`src/scan_cfg.svh`:
```
`ifndef SCAN_CFG_SVH
`define SCAN_CFG_SVH

// Number of nonces tried by one scan request
// Kept small for simulation, the hardware scan range is much larger
`define SCAN_LIMIT 16

// Keccak-f[1600] round count
`define KECCAK_ROUNDS 24

`endif

```
`src/nonce_counter.sv`:
```
`default_nettype none

`include "scan_cfg.svh"

module nonce_counter (
    input  logic        clk,
    input  logic        reset,
    input  logic        capture,
    input  logic        transfer,
    input  logic        hash_valid,
    output logic [31:0] dispatch_count,
    output logic [31:0] return_count,
    output logic        exhausted,
    output logic        drained
);

    always_ff @(posedge clk) begin
        if (reset || capture) begin
            dispatch_count <= 32'd0;
        end else if (transfer) begin
            dispatch_count <= dispatch_count + 32'd1;
        end
    end

    // Also the index of the hash arriving in this cycle
    always_ff @(posedge clk) begin
        if (reset || capture) begin
            return_count <= 32'd0;
        end else if (hash_valid) begin
            return_count <= return_count + 32'd1;
        end
    end

    assign exhausted = (dispatch_count == 32'(`SCAN_LIMIT));
    assign drained   = (return_count == dispatch_count);

endmodule

`default_nettype wire

```
`config.mk`:
```
export PLATFORM = sky130hd
export DESIGN_NAME = nonce_counter
export DESIGN_NICKNAME = d
export VERILOG_FILES = /design/src/nonce_counter.sv
export VERILOG_INCLUDE_DIRS = /design/src
export SDC_FILE = /design/constraint.sdc
export NUM_CORES = 1
export LEC_CHECK = 0
export ABC_AREA = 1
export BUFFER_PORTS_ARGS = -buffer_cell sky130_fd_sc_hd__buf_4
export CAP_MARGIN = 20
export CORE_AREA = 4 4 105 107
export CTS_CLUSTER_DIAMETER = 30
export DETAILED_ROUTE_END_ITERATION = 8
export DIE_AREA = 0 0 109 111
export SYNTH_ARGS = -nofsm -noshare
export SYNTH_HDL_FRONTEND = slang
export SYNTH_SLANG_ARGS = --single-unit
```
`constraint.sdc`:
```
create_clock -name clk -period 1.6 [get_ports clk]
set_clock_uncertainty 0.05 [all_clocks]
set_input_delay 0.32 -clock clk [delete_from_list [all_inputs] [get_ports clk]]
set_output_delay 0.32 -clock clk [all_outputs]
set_load 0.005 [all_outputs]
```
---- Yosys cells after proc, flatten, opt, wreduce, memory -nomap -nowiden ----
Cells that the tools add are included.
word-level totals
  bits in registers ....................... 64
  output and inout port bits .............. 66
cells by class
  add/subtract/negate cells ............... 2
  eq/ne operators ......................... 2
  reductions and logical operators ........ 1
operators by type and width
  operator                                         number
  adder 32 x 1 -> 32 bit (second input constant)   2
  == test 32 bit                                   1
  == test 32 x 5 -> 1 bit (second input constant)  1
  logical OR 1 bit                                 1

---- Logic depth before layout (Yosys ltp) ----
Gate-level depths: netlist (run 1).
  depth after elaboration ................. 1
  mapped depth ............................ 9

---- Least setup slack after synthesis (run 1) ----
OpenSTA, ideal clock, no wires.
  path type ............................... register to register
  start point ............................. register return_count[0]
  end point ............................... register return_count[28]
  data arrival time ....................... 1.312 ns
  required time ........................... 1.437 ns
  slack ................................... 0.125 ns
  stages on the path, launching flop included .. 9
  buffers on the path ..................... 0
  cells stage by stage .................... dfxtp_1 ha_1 inv_1 nor2_2 nand2_1 nor2_2 nand3_1 nor2_1 nor2_1
between the ends
  cells in the longest elaborated chain, start to end .. 1
RTL lines
  item                    line                 text
  start, declared         nonce_counter.sv:12  output logic [31:0] return_count,
  start signal, assigned  nonce_counter.sv:30  return_count <= return_count + 32'd1;
  adder 32 x 1 -> 32 bit  nonce_counter.sv:30
No other way between the ends.
A chain may end at the register's enable or synchronous reset.

---- Final worst setup path (run 1) ----
  start point ............................. register dispatch_count[19]
  end point ............................... output port drained
between the ends
  cells in the longest elaborated chain, start to end .. 1
RTL lines
  item                    line                 text
  start, declared         nonce_counter.sv:11  output logic [31:0] dispatch_count,
  start signal, assigned  nonce_counter.sv:21  dispatch_count <= dispatch_count + 32'd1;
  == test 32 bit          nonce_counter.sv:35  assign drained = (return_count == dispatch_count);
  end, declared           nonce_counter.sv:14  output logic drained
No other way between the ends.

==> summary.md, run 1 <==
| Metric | Value |
|---|---|
| Outcome | finished, violations left |
| Failing checks | setup timing |
| Die area | 0.0121 mm^2 |
| Drt initial violations | around 170 |
| DRC | 0 |
| Clock Sinks | between 60 and 70 |
| Pwr/cell area | 531 mW/mm^2 |
| N_diodes | 0 |
| Hold depth | 2 |
| FF+latch count, synth | 64 |
| Post-DP Area | around 0.0051 mm^2 |
| Layout cell share with drive strength beyond 1 | around 33% |
| Post-synth top area cell | dfxtp_1 |
| Hold Crit Endpoint | return_count[0] |
| CP endpoint kind | output pin |
| Die W | 109 um |
| Routed len/inst | 14.0 um |
| Final GP Congestion | 0.902 |
| Final setup viols | 2 |
| Post-Synthesis Cell Area | around 0.0040 mm^2 |
| Latest clock arrival within the worst-skew pair | 0.35 ns |
| Static Leak | ~2.4 nW |
| Primary FF master, synth | dfxtp_1 |
| Startpoint Class | register |
| Total power after layout | around 3 mW |
| Async S/R FF share, synth | 0% |
| Largest net degree at the start of global routing | 27 |
| CP Launch Point | dispatch_count[19] |
| Final Slew Violations | 0 |
| Most frequent cell after synthesis | nand2_1 |
| Synth top area cells | dfxtp_1 (32%), nand2_1 (14%), nor2_1 (13%) |
| Sw frac | 24.0% |
| Mean area per synthesized cell | roughly 6.3 um^2 |
| Final Cell Area | 0.00552 mm^2 |
| Core area | 0.0101 mm^2 |
| Antenna viol nets, final | 0 |
| Cts hold-fix bufs | 0 |
| Hold_sp | hash_valid |
| Hold Crit Class | input pin to register |
| Via/cell ratio | 4.87 |
| Sw power | approximately 0.70 mW |
| Slew @ Worst Pin | between 0.3 and 0.4 ns |
| Row cnt | 37 |
| Die height | 111 um |
| Starting Density | about two fifths |
| Pint | ~2.2 mW |
| WP buf/inv | 1 |
| Synth Net Count | ~640 |
| Crit-path max cell delay | 0.35 ns |
| Crit-path max FO | 4 |
| Vias post-DR | between 4000 and 5000 |
| Num CTS Buffers | 9 |
| Slowest CP cell | dfxtp_2 |
| R2r endpoint | return_count[31] |
| Number of enable flip-flop cells after synthesis | 0 |
| FF-to-FF Start | return_count[6] |
| GR Util All Layers | around 22% |
| First-pass GRT wire length | ~21000 um |
| Kind of critical path | register to output pin |
| Final wirelength | approximately 13000 um |
| R2R setup slack | roughly 0.11 ns |
| Seq pwr share | between 50% and 60% |
| Final core utilization | a little over half |
| Syn. warnings | 0 |
| I/O pins | just over 70 |
| Max cap viols | 0 |
| I/O Buffers | 70 |
| Comb power frac | roughly 4.3% |
| Final Cycle Share | 114% |
| Clock transition at path regs | 0.06 ns |
| Drt first pass iters | 4 |
| Worst r2r path cells | 8 |
| Initial antenna violation count | 0 |
| CP Cell Sequence | xor2_1 > nor2_1 > nand2_1 > nor2_2 > nand2_1 > nor2_1 > buf_4 |
| RSZ-0062 raised after global routing | yes |
| Tmin final | between 1.5 and 2 ns |
| Final setup margin | -0.230 ns |
| Yosys top cell area share | 32.1% |
| Worst path required time | around 1.2 ns |
| Worst path top cell family by delay | simple AND/OR/NAND/NOR gates |
| Placement Setup Slack | -0.0501 ns |
| Clk buf depth | 2 |
| CP Depth | 7 |
| Slew headroom | about 77% |
| Clk pwr share | slightly above 40% |
| WP data arrival | approximately 1.5 ns |
| CTS tree | yes |
| Max VDD drop | 0.000384 V |
| FILL cells | 996 |
| Final hold vios | 0 |
| Vias in the first global route | 4313 |
| Highest clock rate | around 0.55 GHz |
| Clk Tree Root Cell | clkbuf_8 |
| Commonest cells in the netlist | nand2_1 (151), nor2_1 (135), inv_1 (74), dfxtp_1 (64), nand3_1 (43) |
| Synthesis-to-layout area growth | 38.2% |
| Nets | slightly below 800 |
| Register area share after synthesis | between 30% and 40% |
| Synth Instances | ~640 |
| Htree depth | 3 |
| Post-synthesis cell type count | 29 |
| Congestion Overflow GR | 0 |
| Detail Placement HPWL | about 10000 um |
registers in the layout (all words and copies together) (netlist names):
signal          cells
dispatch_count     32
return_count       32
power groups by stage:
| stage | registers (mW) | clock network [mW] | logic [mW] |
|---|---|---|---|
| after floorplan | 1.64 | 0 | 0.0658 |
| after global routing | 1.60 | 1.30 | 0.139 |
| after global placement | 1.64 | 0 | 0.125 |
| final | 1.60 | 1.21 | 0.127 |
| after detailed placement | 1.64 | 0 | 0.126 |
| after CTS | 1.60 | 1.23 | 0.127 |
how the worst max path moves through the flow:
stage / to / slack (ns)
2_1_floorplan: return_count[28] / 0.12
3_3_place_gp: dispatch_count[26] / -0.01
3_5_place_dp: dispatch_count[26] / -0.05
4_1_cts: drained / -0.28
5_1_grt: drained / -0.34
6_report: drained / -0.23
cell families after synthesis:
kind of cell	Yosys count	share of synthesized area (%)
adders and majority gates	3	0.941
xor gates and xnor gates	36	7.90
AOI/OAI and AO/OA	49	6.46
buffers and inverters	83	7.87
and+or+nand+nor	401	44.7
DFF	64	32.1
layout make-up:
class	count	area (um^2)	share of cell area [%]
well taps	136	170	3.08
flip-flops and latches	64	1350	24.4
inverters	75	282	5.10
clock buffers	13	149	2.70
repair buffers	138	1050	19.0
multi-input cells	489	2510	45.6
clock inverters	1	5.00	0.0907
layer usage:
layer | global-route usage [%] | wire (um) | share of wire (%)
met5 | 0 | 0 | 0
met4 | 9.01 | 291 | 2.3
met3 | 3.84 | 679 | 5.3
met2 | 36.6 | 6200 | 48
met1 | 27.7 | 5670 | 44
per-stage QoR:
step | setup TNS, ns | cells | hold WS [ns]
after floorplan | 0 | 636 | 0.446
after global placement | -0.0102 | 897 | 0.482
after detailed placement | -0.0625 | 897 | 0.492
after CTS | -0.486 | 913 | 0.229
after global routing | -0.627 | 916 | 0.238
final | -0.422 | 916 | 0.244
layout by cell type, fill, tap and decap left out, drive strengths merged:
| master | count |
|---|---|
| o21ai | 13 |
| nor3 | 15 |
| a21oi | 30 |
| inv | 74 |
| nand3b | 2 |
| nand4 | 18 |
| nor3b | 1 |
| clkinv | 2 |
| a31oi | 2 |
| buf | 138 |
| xor2 | 28 |
| nor2 | 156 |
| nor4 | 3 |
| xnor2 | 8 |
| o21a | 3 |
| clkbuf | 13 |
| and2 | 1 |
| ha | 3 |
| nand3 | 46 |
| a211oi | 1 |
| nand2 | 159 |
| dfxtp | 64 |
timing repair:
action	CTS	global route
endpoints found under the hold margin	0	0
setup buffers	2	3
gates cloned	0	0
pin swaps	9	6
gates resized for setup	34	48
setup endpoints to repair	9	34
worst reg2reg max path, cell delays in order (launching register included):
cell     delay, ns
dfxtp_2       0.40
nand2_1       0.11
nor2_2        0.21
nand2_2       0.11
nor2_4        0.24
nand3_1       0.12
nand2_1       0.08
inv_1         0.04
nor2_1        0.09
No activity file was read; power rests on OpenSTA's default activity.
==> run 2, diff against run 1 <==
SKIP_LAST_GASP = 1   (was default)
==> run 2 against run 1 <==
Compared with the run above: the flow still finishes with violations (setup timing); worst hold slack worse by 0.0023 ns; combinational power about the same; routed wire length increased by 0.22%; largest power group unchanged; highest routed layer unchanged; register-to-register slack is essentially flat; global-route usage stayed put; critical endpoint unchanged; first-iteration DRC count decreased by 0.57%; critical path depth did not move; count of clock-buffer cells in the layout stayed put; utilization hardly changed; setup slack got worse by 0.0011 ns; clock power barely moved.
==> summary.md, run 2 (synthesis results as in run 1) <==
| Metric | Value |
|---|---|
| Num CTS Buffers | 9 |
| Die area | ~0.012 mm^2 |
| Die W | about 110 um |
| Static Leak | ~2.4 nW |
| CP endpoint kind | output pin |
| Synthesis-to-layout area growth | 38.2% |
| Max cap viols | 0 |
| Die height | 111 um |
| Clock transition at path regs | 0.06 ns |
| WP data arrival | about 1.5 ns |
| Final Slew Violations | 0 |
| Clk pwr share | approximately two fifths |
| Pint | roughly 2.2 mW |
| Commonest non-fill, non-tap cell in the layout | nand2_1 |
| First-pass GRT wire length | 21000 um |
| Global routing usage on met2 | 36.6% |
| Drt initial violations | roughly 170 |
| Grt peak-use layer | met2 |
| N_diodes | 0 |
| Clk Tree Root Cell | clkbuf_8 |
| Initial antenna violation count | 0 |
| Layout cell share with drive strength beyond 1 | between 30% and 40% |
| Routed len/inst | between 10 and 15 um |
| Worst path required time | 1.23 ns |
| Highest clock rate | roughly 0.55 GHz |
| M1 GR Usage | 27.7% |
| FF-to-FF Start | return_count[6] |
| Most frequent cells in the layout | nand2_1 (147), buf_4 (137), nor2_1 (121) |
| I/O pins | between 70 and 80 |
| Failing checks | setup timing |
| Sw power | about 0.7 mW |
| Latest clock arrival within the worst-skew pair | 0.35 ns |
| CTS tree | yes |
| Congestion Overflow GR | 0 |
| Final wirelength | approximately 13000 um |
| I/O Buffers | 70 |
| Vias in the first global route | approximately 4300 |
| Worst Setup EP | drained |
| Kind of critical path | register to output pin |
| Pwr/cell area | between 500 and 600 mW/mm^2 |
| R2R setup slack | between 0.1 and 0.15 ns |
| Hold Crit Class | input pin to register |
| Final GP Congestion | about 0.90 |
| Placement Setup Slack | -0.0501 ns |
| Outcome | finished, violations left |
| Core area | between 0.01 and 0.015 mm^2 |
| Vias post-DR | 4459 |
| Final hold vios | 0 |
| DRC | 0 |
| Htree depth | 3 |
| Nets | 785 |
| Tmin final | roughly 1.8 ns |
| CP Launch Point | dispatch_count[19] |
| Final setup viols | 2 |
| Top Registers | dispatch_count x32, return_count x32 |
| Slew @ Worst Pin | 0.334 ns |
| Row cnt | 37 |
| Startpoint Class | register |
| Worst r2r path cells | 8 |
| R2r endpoint | return_count[31] |
| Seq pwr share | a little over half |
| Final setup margin | -0.231 ns |
| RSZ-0062 raised after global routing | yes |
| Drt first pass iters | 5 |
| Final Cycle Share | 114% |
| Clk buf depth | 2 |
| Clock Sinks | 64 |
| Max VDD drop | slightly below 0.0004 V |
| Detail Placement HPWL | around 10000 um |
| GR Util All Layers | between 20% and 30% |
| Slew headroom | ~78% |
| Total power after layout | 2.93 mW |
| Crit-path max FO | 4 |
| Comb power frac | between 4 and 5% |
| Sw frac | approximately a quarter |
| Starting Density | about two fifths |
| Via/cell ratio | about 4.9 |
| Largest net degree at the start of global routing | 27 |
| Antenna viol nets, final | 0 |
| GR Util met3 | 3.84% |
## run 2: cell counts in the layout (fill, tap and decap cells not counted)
No cell type changed its count.
## run 2: metrics by stage
step / TNS (ns) / utilization [%] / instances / hold WS (ns) / cell area [um^2]
CTS: -0.494 / 53.1 / 913 / 0.229 / 5380
finish: -0.424 / 54.4 / 916 / 0.242 / 5520
floorplan: 0 / - / 636 / 0.446 / 3990
global route: -0.631 / 54.4 / 916 / 0.238 / 5520
global placement: -0.0102 / 50.7 / 897 / 0.482 / 5140
detailed placement: -0.0625 / 50.7 / 897 / 0.492 / 5140
## run 2: layout make-up
cell class	instances	area [um^2]
Fill cell	994	4620
Multi-Input combinational cell	489	2510
Sequential cell	64	1350
Timing Repair Buffer	138	1050
Inverter	75	282
Tap cell	136	170
Clock buffer	13	149
Clock inverter	1	5.00
## run 2: critical path, cell delays in order (launching register included)
cell and delay, ns:
dfxtp_2 0.35, xor2_1 0.16, nor2_1 0.11, nand2_1 0.07, nor2_2 0.14, nand2_1 0.06
nor2_1 0.11, buf_4 0.12
## run 2: worst min-delay path by stage
stage,start,endpoint,cells past startpoint
final,hash_valid,return_count[0],2
after global routing,hash_valid,return_count[0],2
after CTS,hash_valid,return_count[0],2
after detailed placement,dispatch_count[28],dispatch_count[28],2
after global placement,dispatch_count[9],dispatch_count[9],2
after floorplan,return_count[14],return_count[14],2
## run 2: power by group through the flow
stage	clock network, mW	registers, mW	logic, mW
2_1_floorplan	0	1.64	0.0658
3_3_place_gp	0	1.64	0.125
3_5_place_dp	0	1.64	0.126
4_1_cts	1.23	1.60	0.127
5_1_grt	1.30	1.60	0.139
6_report	1.21	1.60	0.127
## run 2: what timing repair did
item	in CTS	in global routing
resized for setup	33	48
pin swaps	9	6
endpoints found under the setup margin	9	34
hold buffers	0	0
setup buffers	2	3
cloned	0	0
## run 2: per-layer routing
layer,routed length (um),up-vias
met5,0,-
met4,291,0
met3,642,25
met2,6210,108
met1,5720,2030
li1,-,2296
