$ cat src/scan_cfg.svh
`ifndef SCAN_CFG_SVH
`define SCAN_CFG_SVH

// Number of nonces tried by one scan request
// Kept small for simulation, the hardware scan range is much larger
`define SCAN_LIMIT 16

// Keccak-f[1600] round count
`define KECCAK_ROUNDS 24

`endif

$ cat src/scan_pkg.sv
`default_nettype none

package scan_pkg;

    // One 64-bit Keccak lane
    typedef logic [63:0] lane_t;

    // Lane i sits at x = i mod 5, y = i div 5
    typedef lane_t [24:0] keccak_state_t;

    // Block template, 20 words of 32 bits, word 19 is the start nonce
    typedef logic [19:0][31:0] template_t;

    typedef struct packed {
        template_t template;
        lane_t     threshold;
    } scan_req_t;

    // Index counts from the start nonce, not an absolute nonce
    typedef struct packed {
        logic          found;
        logic [31:0]   index;
        keccak_state_t hash;
    } scan_result_t;

    typedef enum logic [1:0] {
        scan_waiting,
        scan_dispatching,
        scan_flushing
    } scan_state_e;

endpackage

`default_nettype wire

$ cat src/scan_fsm.sv
`default_nettype none

module scan_fsm
    import scan_pkg::*;
(
    input  logic clk,
    input  logic reset,
    input  logic req_valid,
    output logic req_ready,
    output logic capture,
    input  logic found,
    input  logic exhausted,
    input  logic drained,
    output logic feed_valid,
    output logic busy
);

    scan_state_e state_q;
    scan_state_e state_d;

    always_ff @(posedge clk) begin
        if (reset) begin
            state_q <= scan_waiting;
        end else begin
            state_q <= state_d;
        end
    end

    always_comb begin
        state_d = state_q;
        case (state_q)
            scan_waiting: begin
                if (capture) begin
                    state_d = scan_dispatching;
                end
            end
            scan_dispatching: begin
                // One more block may still go out while found rises
                if (found || exhausted) begin
                    state_d = scan_flushing;
                end
            end
            scan_flushing: begin
                // Every dispatched block has to come back first
                if (drained) begin
                    state_d = scan_waiting;
                end
            end
            default: begin
                state_d = scan_waiting;
            end
        endcase
    end

    assign req_ready = (state_q == scan_waiting);
    assign capture   = req_valid && req_ready;
    assign busy      = (state_q != scan_waiting);

    // Never dispatch past the end of the nonce range
    assign feed_valid = (state_q == scan_dispatching) && !exhausted;

endmodule

`default_nettype wire

$ cat config.mk
export PLATFORM = sky130hd
export DESIGN_NAME = scan_fsm
export DESIGN_NICKNAME = d
export VERILOG_FILES = /design/src/scan_cfg.svh /design/src/scan_pkg.sv /design/src/scan_fsm.sv
export SDC_FILE = /design/constraint.sdc
export NUM_CORES = 1
export LEC_CHECK = 0
export BUFFER_PORTS_ARGS = -buffer_cell sky130_fd_sc_hd__buf_2
export CORE_AREA = 3 3 40 42
export CTS_CLUSTER_SIZE = 40
export DETAILED_ROUTE_END_ITERATION = 8
export DIE_AREA = 0 0 43 45
export PLACE_DENSITY = 0.3
export SYNTH_ARGS = -nofsm -noshare
export SYNTH_HDL_FRONTEND = slang
export SYNTH_SLANG_ARGS = --single-unit
export TNS_END_PERCENT = 10
$ cat constraint.sdc
create_clock -name clk -period 1.4 [get_ports clk]
set_input_delay 0.28 -clock clk [delete_from_list [all_inputs] [get_ports clk]]
set_output_delay 0.28 -clock clk [all_outputs]
set_load 0.005 [all_outputs]
# ---- Word-level counts from Yosys, hierarchy flattened
# Cells that the tools add are included.
# W data, S select, Z words.
dict set report totals {
  ff_bits 2
  inputBits 6
  output_inout_bits 4
  elab_cells 17
}
dict set report op_classes {
  n_eq_ne 5
  muxes 4
  n_reduce_logical 7
}
# operator n
set op_table {}
lappend op_table {{$mux W2} 3}
lappend op_table {{$pmux W2 S3} 1}
lappend op_table {{$ne A2 B2 Y1 const B} 2}
lappend op_table {{$reduce_and A3 Y1} 1}
lappend op_table {{$eq A2 B1 Y1 const B} 1}
lappend op_table {{$eq A2 B2 Y1 const B} 1}
lappend op_table {{$logic_and A1 B1 Y1} 2}
lappend op_table {{$logic_not A2 Y1} 1}
lappend op_table {{$ne A2 B1 Y1 const B} 1}
lappend op_table {{$reduce_bool A2 Y1} 1}
lappend op_table {{$logic_not A1 Y1} 1}
lappend op_table {{$logic_or A1 B1 Y1} 1}

# ---- Longest topological paths before layout
# Gate-level depths: netlist (run 1).
dict set report logic_depth {
  depth_word 4
  mapped_depth 3
  depth_no_buf 3
}

# ---- Worst setup path after synthesis (run 1)
# No wires, ideal clock.
dict set report synth_path {
  kind {reg-to-output}
  from {register state_q[1]}
  to {output capture}
  arrival_time_ns 0.833
  required_time_ns 1.120
  path_slack_ns 0.287
  stages_incl_launch_ff 4
  path_buffers 0
  path_cell_list {dfxtp_1 or2_2 inv_1 and2_1}
}
dict set report synth_between {
  elab_chain_len 2
}
# element line_no
set synth_rtl {}
lappend synth_rtl {{start, declared} scan_fsm.sv:18} ;# scan_state_e state_q;
lappend synth_rtl {{start signal, assigned} scan_fsm.sv:23} ;# state_q <= scan_waiting;
lappend synth_rtl {{start signal, assigned} scan_fsm.sv:25} ;# state_q <= state_d;
lappend synth_rtl {{$logic_not A2 Y1} scan_fsm.sv:55} ;# assign req_ready = (state_q == scan_waiting);
lappend synth_rtl {{net req_ready} scan_fsm.sv:9} ;# output logic req_ready,
lappend synth_rtl {{$logic_and A1 B1 Y1} scan_fsm.sv:56} ;# assign capture = req_valid && req_ready;
lappend synth_rtl {{end, declared} scan_fsm.sv:10} ;# output logic capture,
# The timed path passes the listed nets, and every way through them passes these cells.

# ---- Worst setup path after layout (run 1)
dict set report layout_path {
  from {register state_q[1]}
  to {output capture}
}
dict set report layout_between {
  elab_chain_len 2
}
# element line_no
set layout_rtl {}
lappend layout_rtl {{$logic_not A2 Y1} scan_fsm.sv:55}
lappend layout_rtl {{$logic_and A1 B1 Y1} scan_fsm.sv:56}
# Every way passes these cells.

==> results of run 1 <==
[Yosys cell counts]
cell     n  area (sq um)
dfxtp_1  2          40.0
nor2_1   2          7.51
a21oi_2  1          8.76
and2_1   1          6.26
inv_1    1          3.75
mux2i_1  1          10.0
nand2_1  1          3.75
nor3_1   1          5.00
nor3b_1  1          7.51
or2_2    1          6.26
or3b_1   1          8.76
[report_power, final]
part           total, mW  leakage [nW]  internal, mW  switching (mW)
Combinational     0.0391        0.0615        0.0235          0.0155
Sequential        0.0670        0.0172        0.0622         0.00486
Clock              0.124        0.0138        0.0943          0.0299
[cell families (layout without fill, tap and decap cells)]
logic type / after synthesis / after routing
AO/OA/AOI/OAI: 1 / 1
buffers and inverters: 1 / 13
multiplexers: 1 / 1
AND/OR/NAND/NOR: 8 / 8
flip-flops: 2 / 2
[metal layers]
metal | vias to the layer above | wire (um) | global-route usage
met5 | - | 0 | 0
met4 | 0 | 0 | 0.0181
met3 | 0 | 47 | 0.0598
met2 | 9 | 98 | 0.0389
met1 | 43 | 180 | 0.0478
li1 | 71 | - | -
[worst max-delay path, cell delays in order, from the launching register on]
cell and delay [ps]:
dfxtp_2 330, or2_4 250, inv_2 50, and2_1 110
buf_2 100
[worst max-delay path by stage]
stage                    to  slack (ps)  cells past startpoint
floorplan           capture         290                      3
global placement    capture         220                      4
detailed placement  capture         210                      4
CTS                 capture          60                      4
global route        capture          30                      4
finish              capture          70                      4
[through the flow]
step,util,instance area (sq um),worst slack (ps),hold slack [ps],instances
after global placement,0.133,171,219,465,37
final,0.155,199,73.1,234,40
after detailed placement,0.133,171,211,468,37
after CTS,0.155,199,58.7,227,40
after global routing,0.155,199,27.1,223,40
after floorplan,-,108,287,342,13
[final cells by class]
class | instances | area [sq um]
inverters | 1 | 3.75
fillers | 144 | 1090
well taps | 15 | 18.8
multi-input cells | 10 | 66.3
flip-flops and latches | 2 | 42.5
repair buffers | 9 | 45.0
clock buffers | 3 | 22.5
[what timing repair did]
action                                  in CTS  in global routing
buffers inserted                             0                  0
gates resized for setup                      4                  0
hold buffers                                 0                  0
endpoints found under the setup margin       1                  0
==> results.py, run 1 <==
metrics = {
    "outcome": {
        "outcome": "finished, final reports clean",
    },
    "final_layout": {
        "largest_register_ffs": 2,
        "fin_nets": 33,
        "final_cell_mix": "buf_2, clkbuf_4, nor2_1, dfxtp_2",
        "final_common_cell": "buf_2",
        "n_antenna_cell": 0,
        "reg_top3": "state_q (2)",
        "drive_above_1_share": 0.680,
        "largest_register": "state_q",
        "area_growth_pct": 84.9,
    },
    "timing": {
        "tightest_slew_ps": 190,
        "clock_skew_ps": 3.53,
        "min_period_ps": 1330,
        "tns_ps": 0,
        "rsz0062_at_grt": "no",
        "finalHoldViolations": 0,
        "final.period_utilization": 0.948,
        "slew_violations": 0,
        "slew_headroom": 0.873,
        "setup_viol_count_final": 0,
        "maxClockFrequency_mhz": 754,
    },
    "logic_synthesis": {
        "synth_mux_area_frac": 0.0930,
        "synthAdderAreaFrac": 0,
        "synth.avg_cell_area_sq_um": 8.28,
        "yosysWarnings": 0,
        "synth_compound_area_frac": 0.0814,
        "synth_cell_types": 11,
        "synth_area_sq_um": 108,
        "synth-simple-area-share": 0.419,
        "ys_seq_area_frac": 0.372,
        "synth_top_family_by_area": "simple AND/OR/NAND/NOR gates",
        "synth-xor-area-share": 0,
        "synth-seq-cells": 2,
        "syn-instance-count": 13,
        "syn_nets": 19,
    },
    "route": {
        "postRouteAntennaNets": 0,
        "avgRoutedWirePerCell_um": 8.15,
        "dr.pass1.iters": 2,
        "via_per_inst": 3.08,
        "drt_wl_total_um": 326,
        "vias": 123,
        "route.detailed.drc": 0,
        "drt_iter0_drc": 4,
    },
    "floorplanning": {
        "dieWidth_um": 43,
        "ioPinCount": 10,
        "start_util": 0.0837,
        "fp.dieH_um": 45,
        "die_area_sq_um": 1940,
        "rows": 13,
        "core_area_sq_um": 1280,
    },
    "power": {
        "power_mw": 0.230,
        "power.leakage_nw": 0.0925,
        "power.density_nw_per_um2": 1160,
        "vdd_drop_max_v": 0.000389,
    },
    "worst_setup_path": {
        "r2r_setup_slack_ps": 470,
        "path_class": "flop to output port",
        "start_kind": "flop",
        "startpoint": "state_q[1]",
        "end_kind": "output port",
        "cp.arrival_ps": 1050,
        "path_max_fanout": 5,
        "reg2reg_to": "state_q[1]",
        "worstPathRequired_ps": 1120,
        "worstReg2RegStart": "state_q[0]",
        "r2r_cells": 2,
    },
    "flow_run": {
        "cap_viol_max_count": 0,
    },
    "cts": {
        "cts.path.max_buffers": 2,
        "cts_tree": "built",
        "cts_made_buffers": 3,
        "cts_sinks": 2,
        "clock_latency_ps": 220,
        "clk_pin_slew_ps": 30,
        "clockRootBuffer": "clkbuf_4",
        "cts-htree-levels": 1,
    },
    "global_routing": {
        "grt_use_total": 0.0424,
        "overflow": 0,
        "grt_start_max_net_pins": 6,
        "grt_antenna_before_repair": 0,
        "grt_pass1_vias": 116,
        "grt_pass1_wl_um": 524,
    },
    "placement": {
        "io_buffers": 9,
        "gp_congestion": 0.716,
    },
    "worst_hold_path": {
        "hp-start": "reset",
        "min_path_type": "input pin to flop",
        "min_to": "state_q[1]",
        "whs_path_depth": 2,
    },
}
(Power assumes the default switching activity.)
==> run 2, diff against run 1 <==
--- a/config.mk
+++ b/config.mk
@@ -5,11 +5,12 @@
 export SDC_FILE = /design/constraint.sdc
 export NUM_CORES = 1
 export LEC_CHECK = 0
-export BUFFER_PORTS_ARGS = -buffer_cell sky130_fd_sc_hd__buf_2
+export ABC_AREA = 1
 export CORE_AREA = 3 3 40 42
 export CTS_CLUSTER_SIZE = 40
 export DETAILED_ROUTE_END_ITERATION = 8
 export DIE_AREA = 0 0 43 45
+export DONT_BUFFER_PORTS = 1
 export PLACE_DENSITY = 0.3
 export SYNTH_ARGS = -nofsm -noshare
 export SYNTH_HDL_FRONTEND = slang
==> results.py, run 2 <==
metrics = {
    "route": {
        "via_per_inst": 3.35,
        "drt_wl_total_um": 303,
        "avgRoutedWirePerCell_um": 8.19,
        "dr.pass1.iters": 2,
        "drt_iter0_drc": 4,
        "postRouteAntennaNets": 0,
        "route.detailed.drc": 0,
        "vias": 124,
    },
    "worst_hold_path": {
        "hp-start": "reset",
        "whs_path_depth": 1,
        "min_path_type": "input pin to flop",
    },
    "final_layout": {
        "drive_above_1_share": 0.273,
        "final_common_cell": "inv_1",
        "largest_register_ffs": 2,
        "reg_top3": "state_q (2)",
        "final_cells": 37,
        "largest_register": "state_q",
        "final_cell_mix": "inv_1, nand2_1, clkbuf_4",
        "fillers": 144,
        "area_growth_pct": 35.1,
        "fin_area_sq_um": 159,
        "seqCellArea_sq_um": 40.0,
        "multi_input_area_sq_um": 55.1,
        "n_antenna_cell": 0,
        "fin_nets": 30,
    },
    "worst_setup_path": {
        "cpPeakStageDelay_ps": 330,
        "start_kind": "flop",
        "path_delay_family": "flip-flops",
        "cp.arrival_ps": 930,
        "worstReg2RegStart": "state_q[1]",
        "worstPathRequired_ps": 1120,
        "path_max_fanout": 4,
        "startpoint": "state_q[1]",
        "end_kind": "output port",
        "critPathSlowestCell": "dfxtp_1",
        "cp.depth": 3,
        "path_class": "flop to output port",
        "path_cells": "nor2_2, nand2_2, inv_1",
        "cp_num_buf_inv": 1,
        "r2r_cells": 3,
    },
    "timing": {
        "finalHoldViolations": 0,
        "fin_hold_ws_ps": 114,
        "slew_violations": 0,
        "setup_viol_count_final": 0,
        "maxClockFrequency_mhz": 827,
        "slew_headroom": 0.847,
        "rsz0062_at_grt": "no",
        "tns_ps": 0,
        "clock_skew_ps": 0.530,
        "final.period_utilization": 0.863,
        "tightest_slew_ps": 227,
        "min_period_ps": 1210,
    },
    "logic_synthesis": {
        "synth_area_sq_um": 118,
        "synth_mux_area_frac": 0,
        "synth_compound_area_frac": 0.117,
        "synth_top_area_frac": 0.340,
        "synth_commonest_cells": "inv_1, nand2_1, dfxtp_1, nor2_1",
        "yosysWarnings": 0,
        "async_flop_share": 0,
        "synthAdderAreaFrac": 0,
        "ys.flop_type": "dfxtp_1",
        "synth-xor-area-share": 0,
        "syn-instance-count": 19,
        "synth_cell_types": 10,
        "synth_edf_count": 0,
        "syn_nets": 25,
        "synth-simple-area-share": 0.351,
        "synth-seq-cells": 2,
        "yosysMostFrequentCell": "inv_1",
        "synth_top_family_by_area": "simple AND/OR/NAND/NOR gates",
        "synth_top_cell_by_area": "dfxtp_1",
        "ys_seq_area_frac": 0.340,
        "synth_area_leaders": "dfxtp_1, inv_1, nand2_1",
        "synth.avg_cell_area_sq_um": 6.19,
    },
    "cts": {
        "cts.path.max_buffers": 2,
        "cts_made_buffers": 3,
        "hold_buffers": 0,
        "post_cts_buffers": 0,
        "clock_latency_ps": 230,
        "cts-htree-levels": 1,
        "clockRootBuffer": "clkbuf_4",
        "cts_tree": "built",
        "clk_pin_slew_ps": 30,
        "ctsResizeCount": 0,
        "cts_sinks": 2,
    },
    "power": {
        "power_mw": 0.218,
        "power.leakage_nw": 0.0821,
        "switching_power_mw": 0.0540,
        "p_comb_frac": 0.108,
        "pwr-share-seq": 0.295,
        "p_clk_frac": 0.597,
        "swShare": 0.247,
        "power.density_nw_per_um2": 1370,
        "vdd_drop_max_v": 0.000316,
        "internal_power_mw": 0.164,
    },
    "placement": {
        "hpwlAfterDp_um": 227,
        "gp_congestion": 0.610,
        "io_buffers": 0,
        "placed_cell_area_sq_um": 136,
        "dp_cells": 34,
    },
    "global_routing": {
        "grt_use_total": 0.0424,
        "grt_start_max_net_pins": 5,
        "overflow": 0,
        "grt_pass1_wl_um": 496,
        "grt_pass1_vias": 124,
        "grt_antenna_before_repair": 0,
    },
    "floorplanning": {
        "core_area_sq_um": 1280,
        "fp.dieH_um": 45,
        "start_util": 0.0915,
        "ioPinCount": 10,
        "dieWidth_um": 43,
        "rows": 13,
        "die_area_sq_um": 1940,
    },
    "outcome": {
        "outcome": "finished, final reports clean",
    },
    "flow_run": {
        "cap_viol_max_count": 0,
    },
}
run 2: worst register-to-register path, cell delays in order, from the launching register on:
cell	delay, ps
dfxtp_1	330
nor2_2	200
nand2_2	100
a21oi_2	130
run 2: layer usage:
metal  track usage  routed length (um)  vias to the layer above
met1        0.0432                 150                       47
li1              -                   -                       62
met3        0.0279                  44                        2
met4        0.0723                  12                        0
met2        0.0419                  96                       13
met5             0                   0                        -
run 2: power groups by stage:
stage / clock network [mW] / registers [mW] / logic, mW
detailed placement: 0 / 0.0651 / 0.0240
CTS: 0.139 / 0.0644 / 0.0241
global placement: 0 / 0.0649 / 0.0236
finish: 0.130 / 0.0644 / 0.0235
floorplan: 0 / 0.0646 / 0.0201
global route: 0.144 / 0.0651 / 0.0269
run 2: logic make-up (layout without fill, tap and decap cells):
logic type,count (synthesis),count (layout)
AND/OR/NAND/NOR,9,9
flip-flops,2,2
buffers and inverters,6,9
AO/OA/AOI/OAI,2,2
run 2: layout make-up:
type,instances,share of cell area
clock buffer,3,0.142
sequential,2,0.252
tap,15,0.118
multi-input combinational,11,0.346
inverter,6,0.142
run 2: worst paths after layout:
kind	end	slack [ps]
hold reg to reg	state_q[1]	530
setup reg to reg	state_q[0]	580
setup / recovery	capture	190
hold / removal	state_q[0]	110
run 2: through the flow:
step | util | worst slack, ps
floorplan | - | 504
global placement | 0.106 | 433
detailed placement | 0.106 | 415
CTS | 0.124 | 165
global route | 0.124 | 115
finish | 0.124 | 191
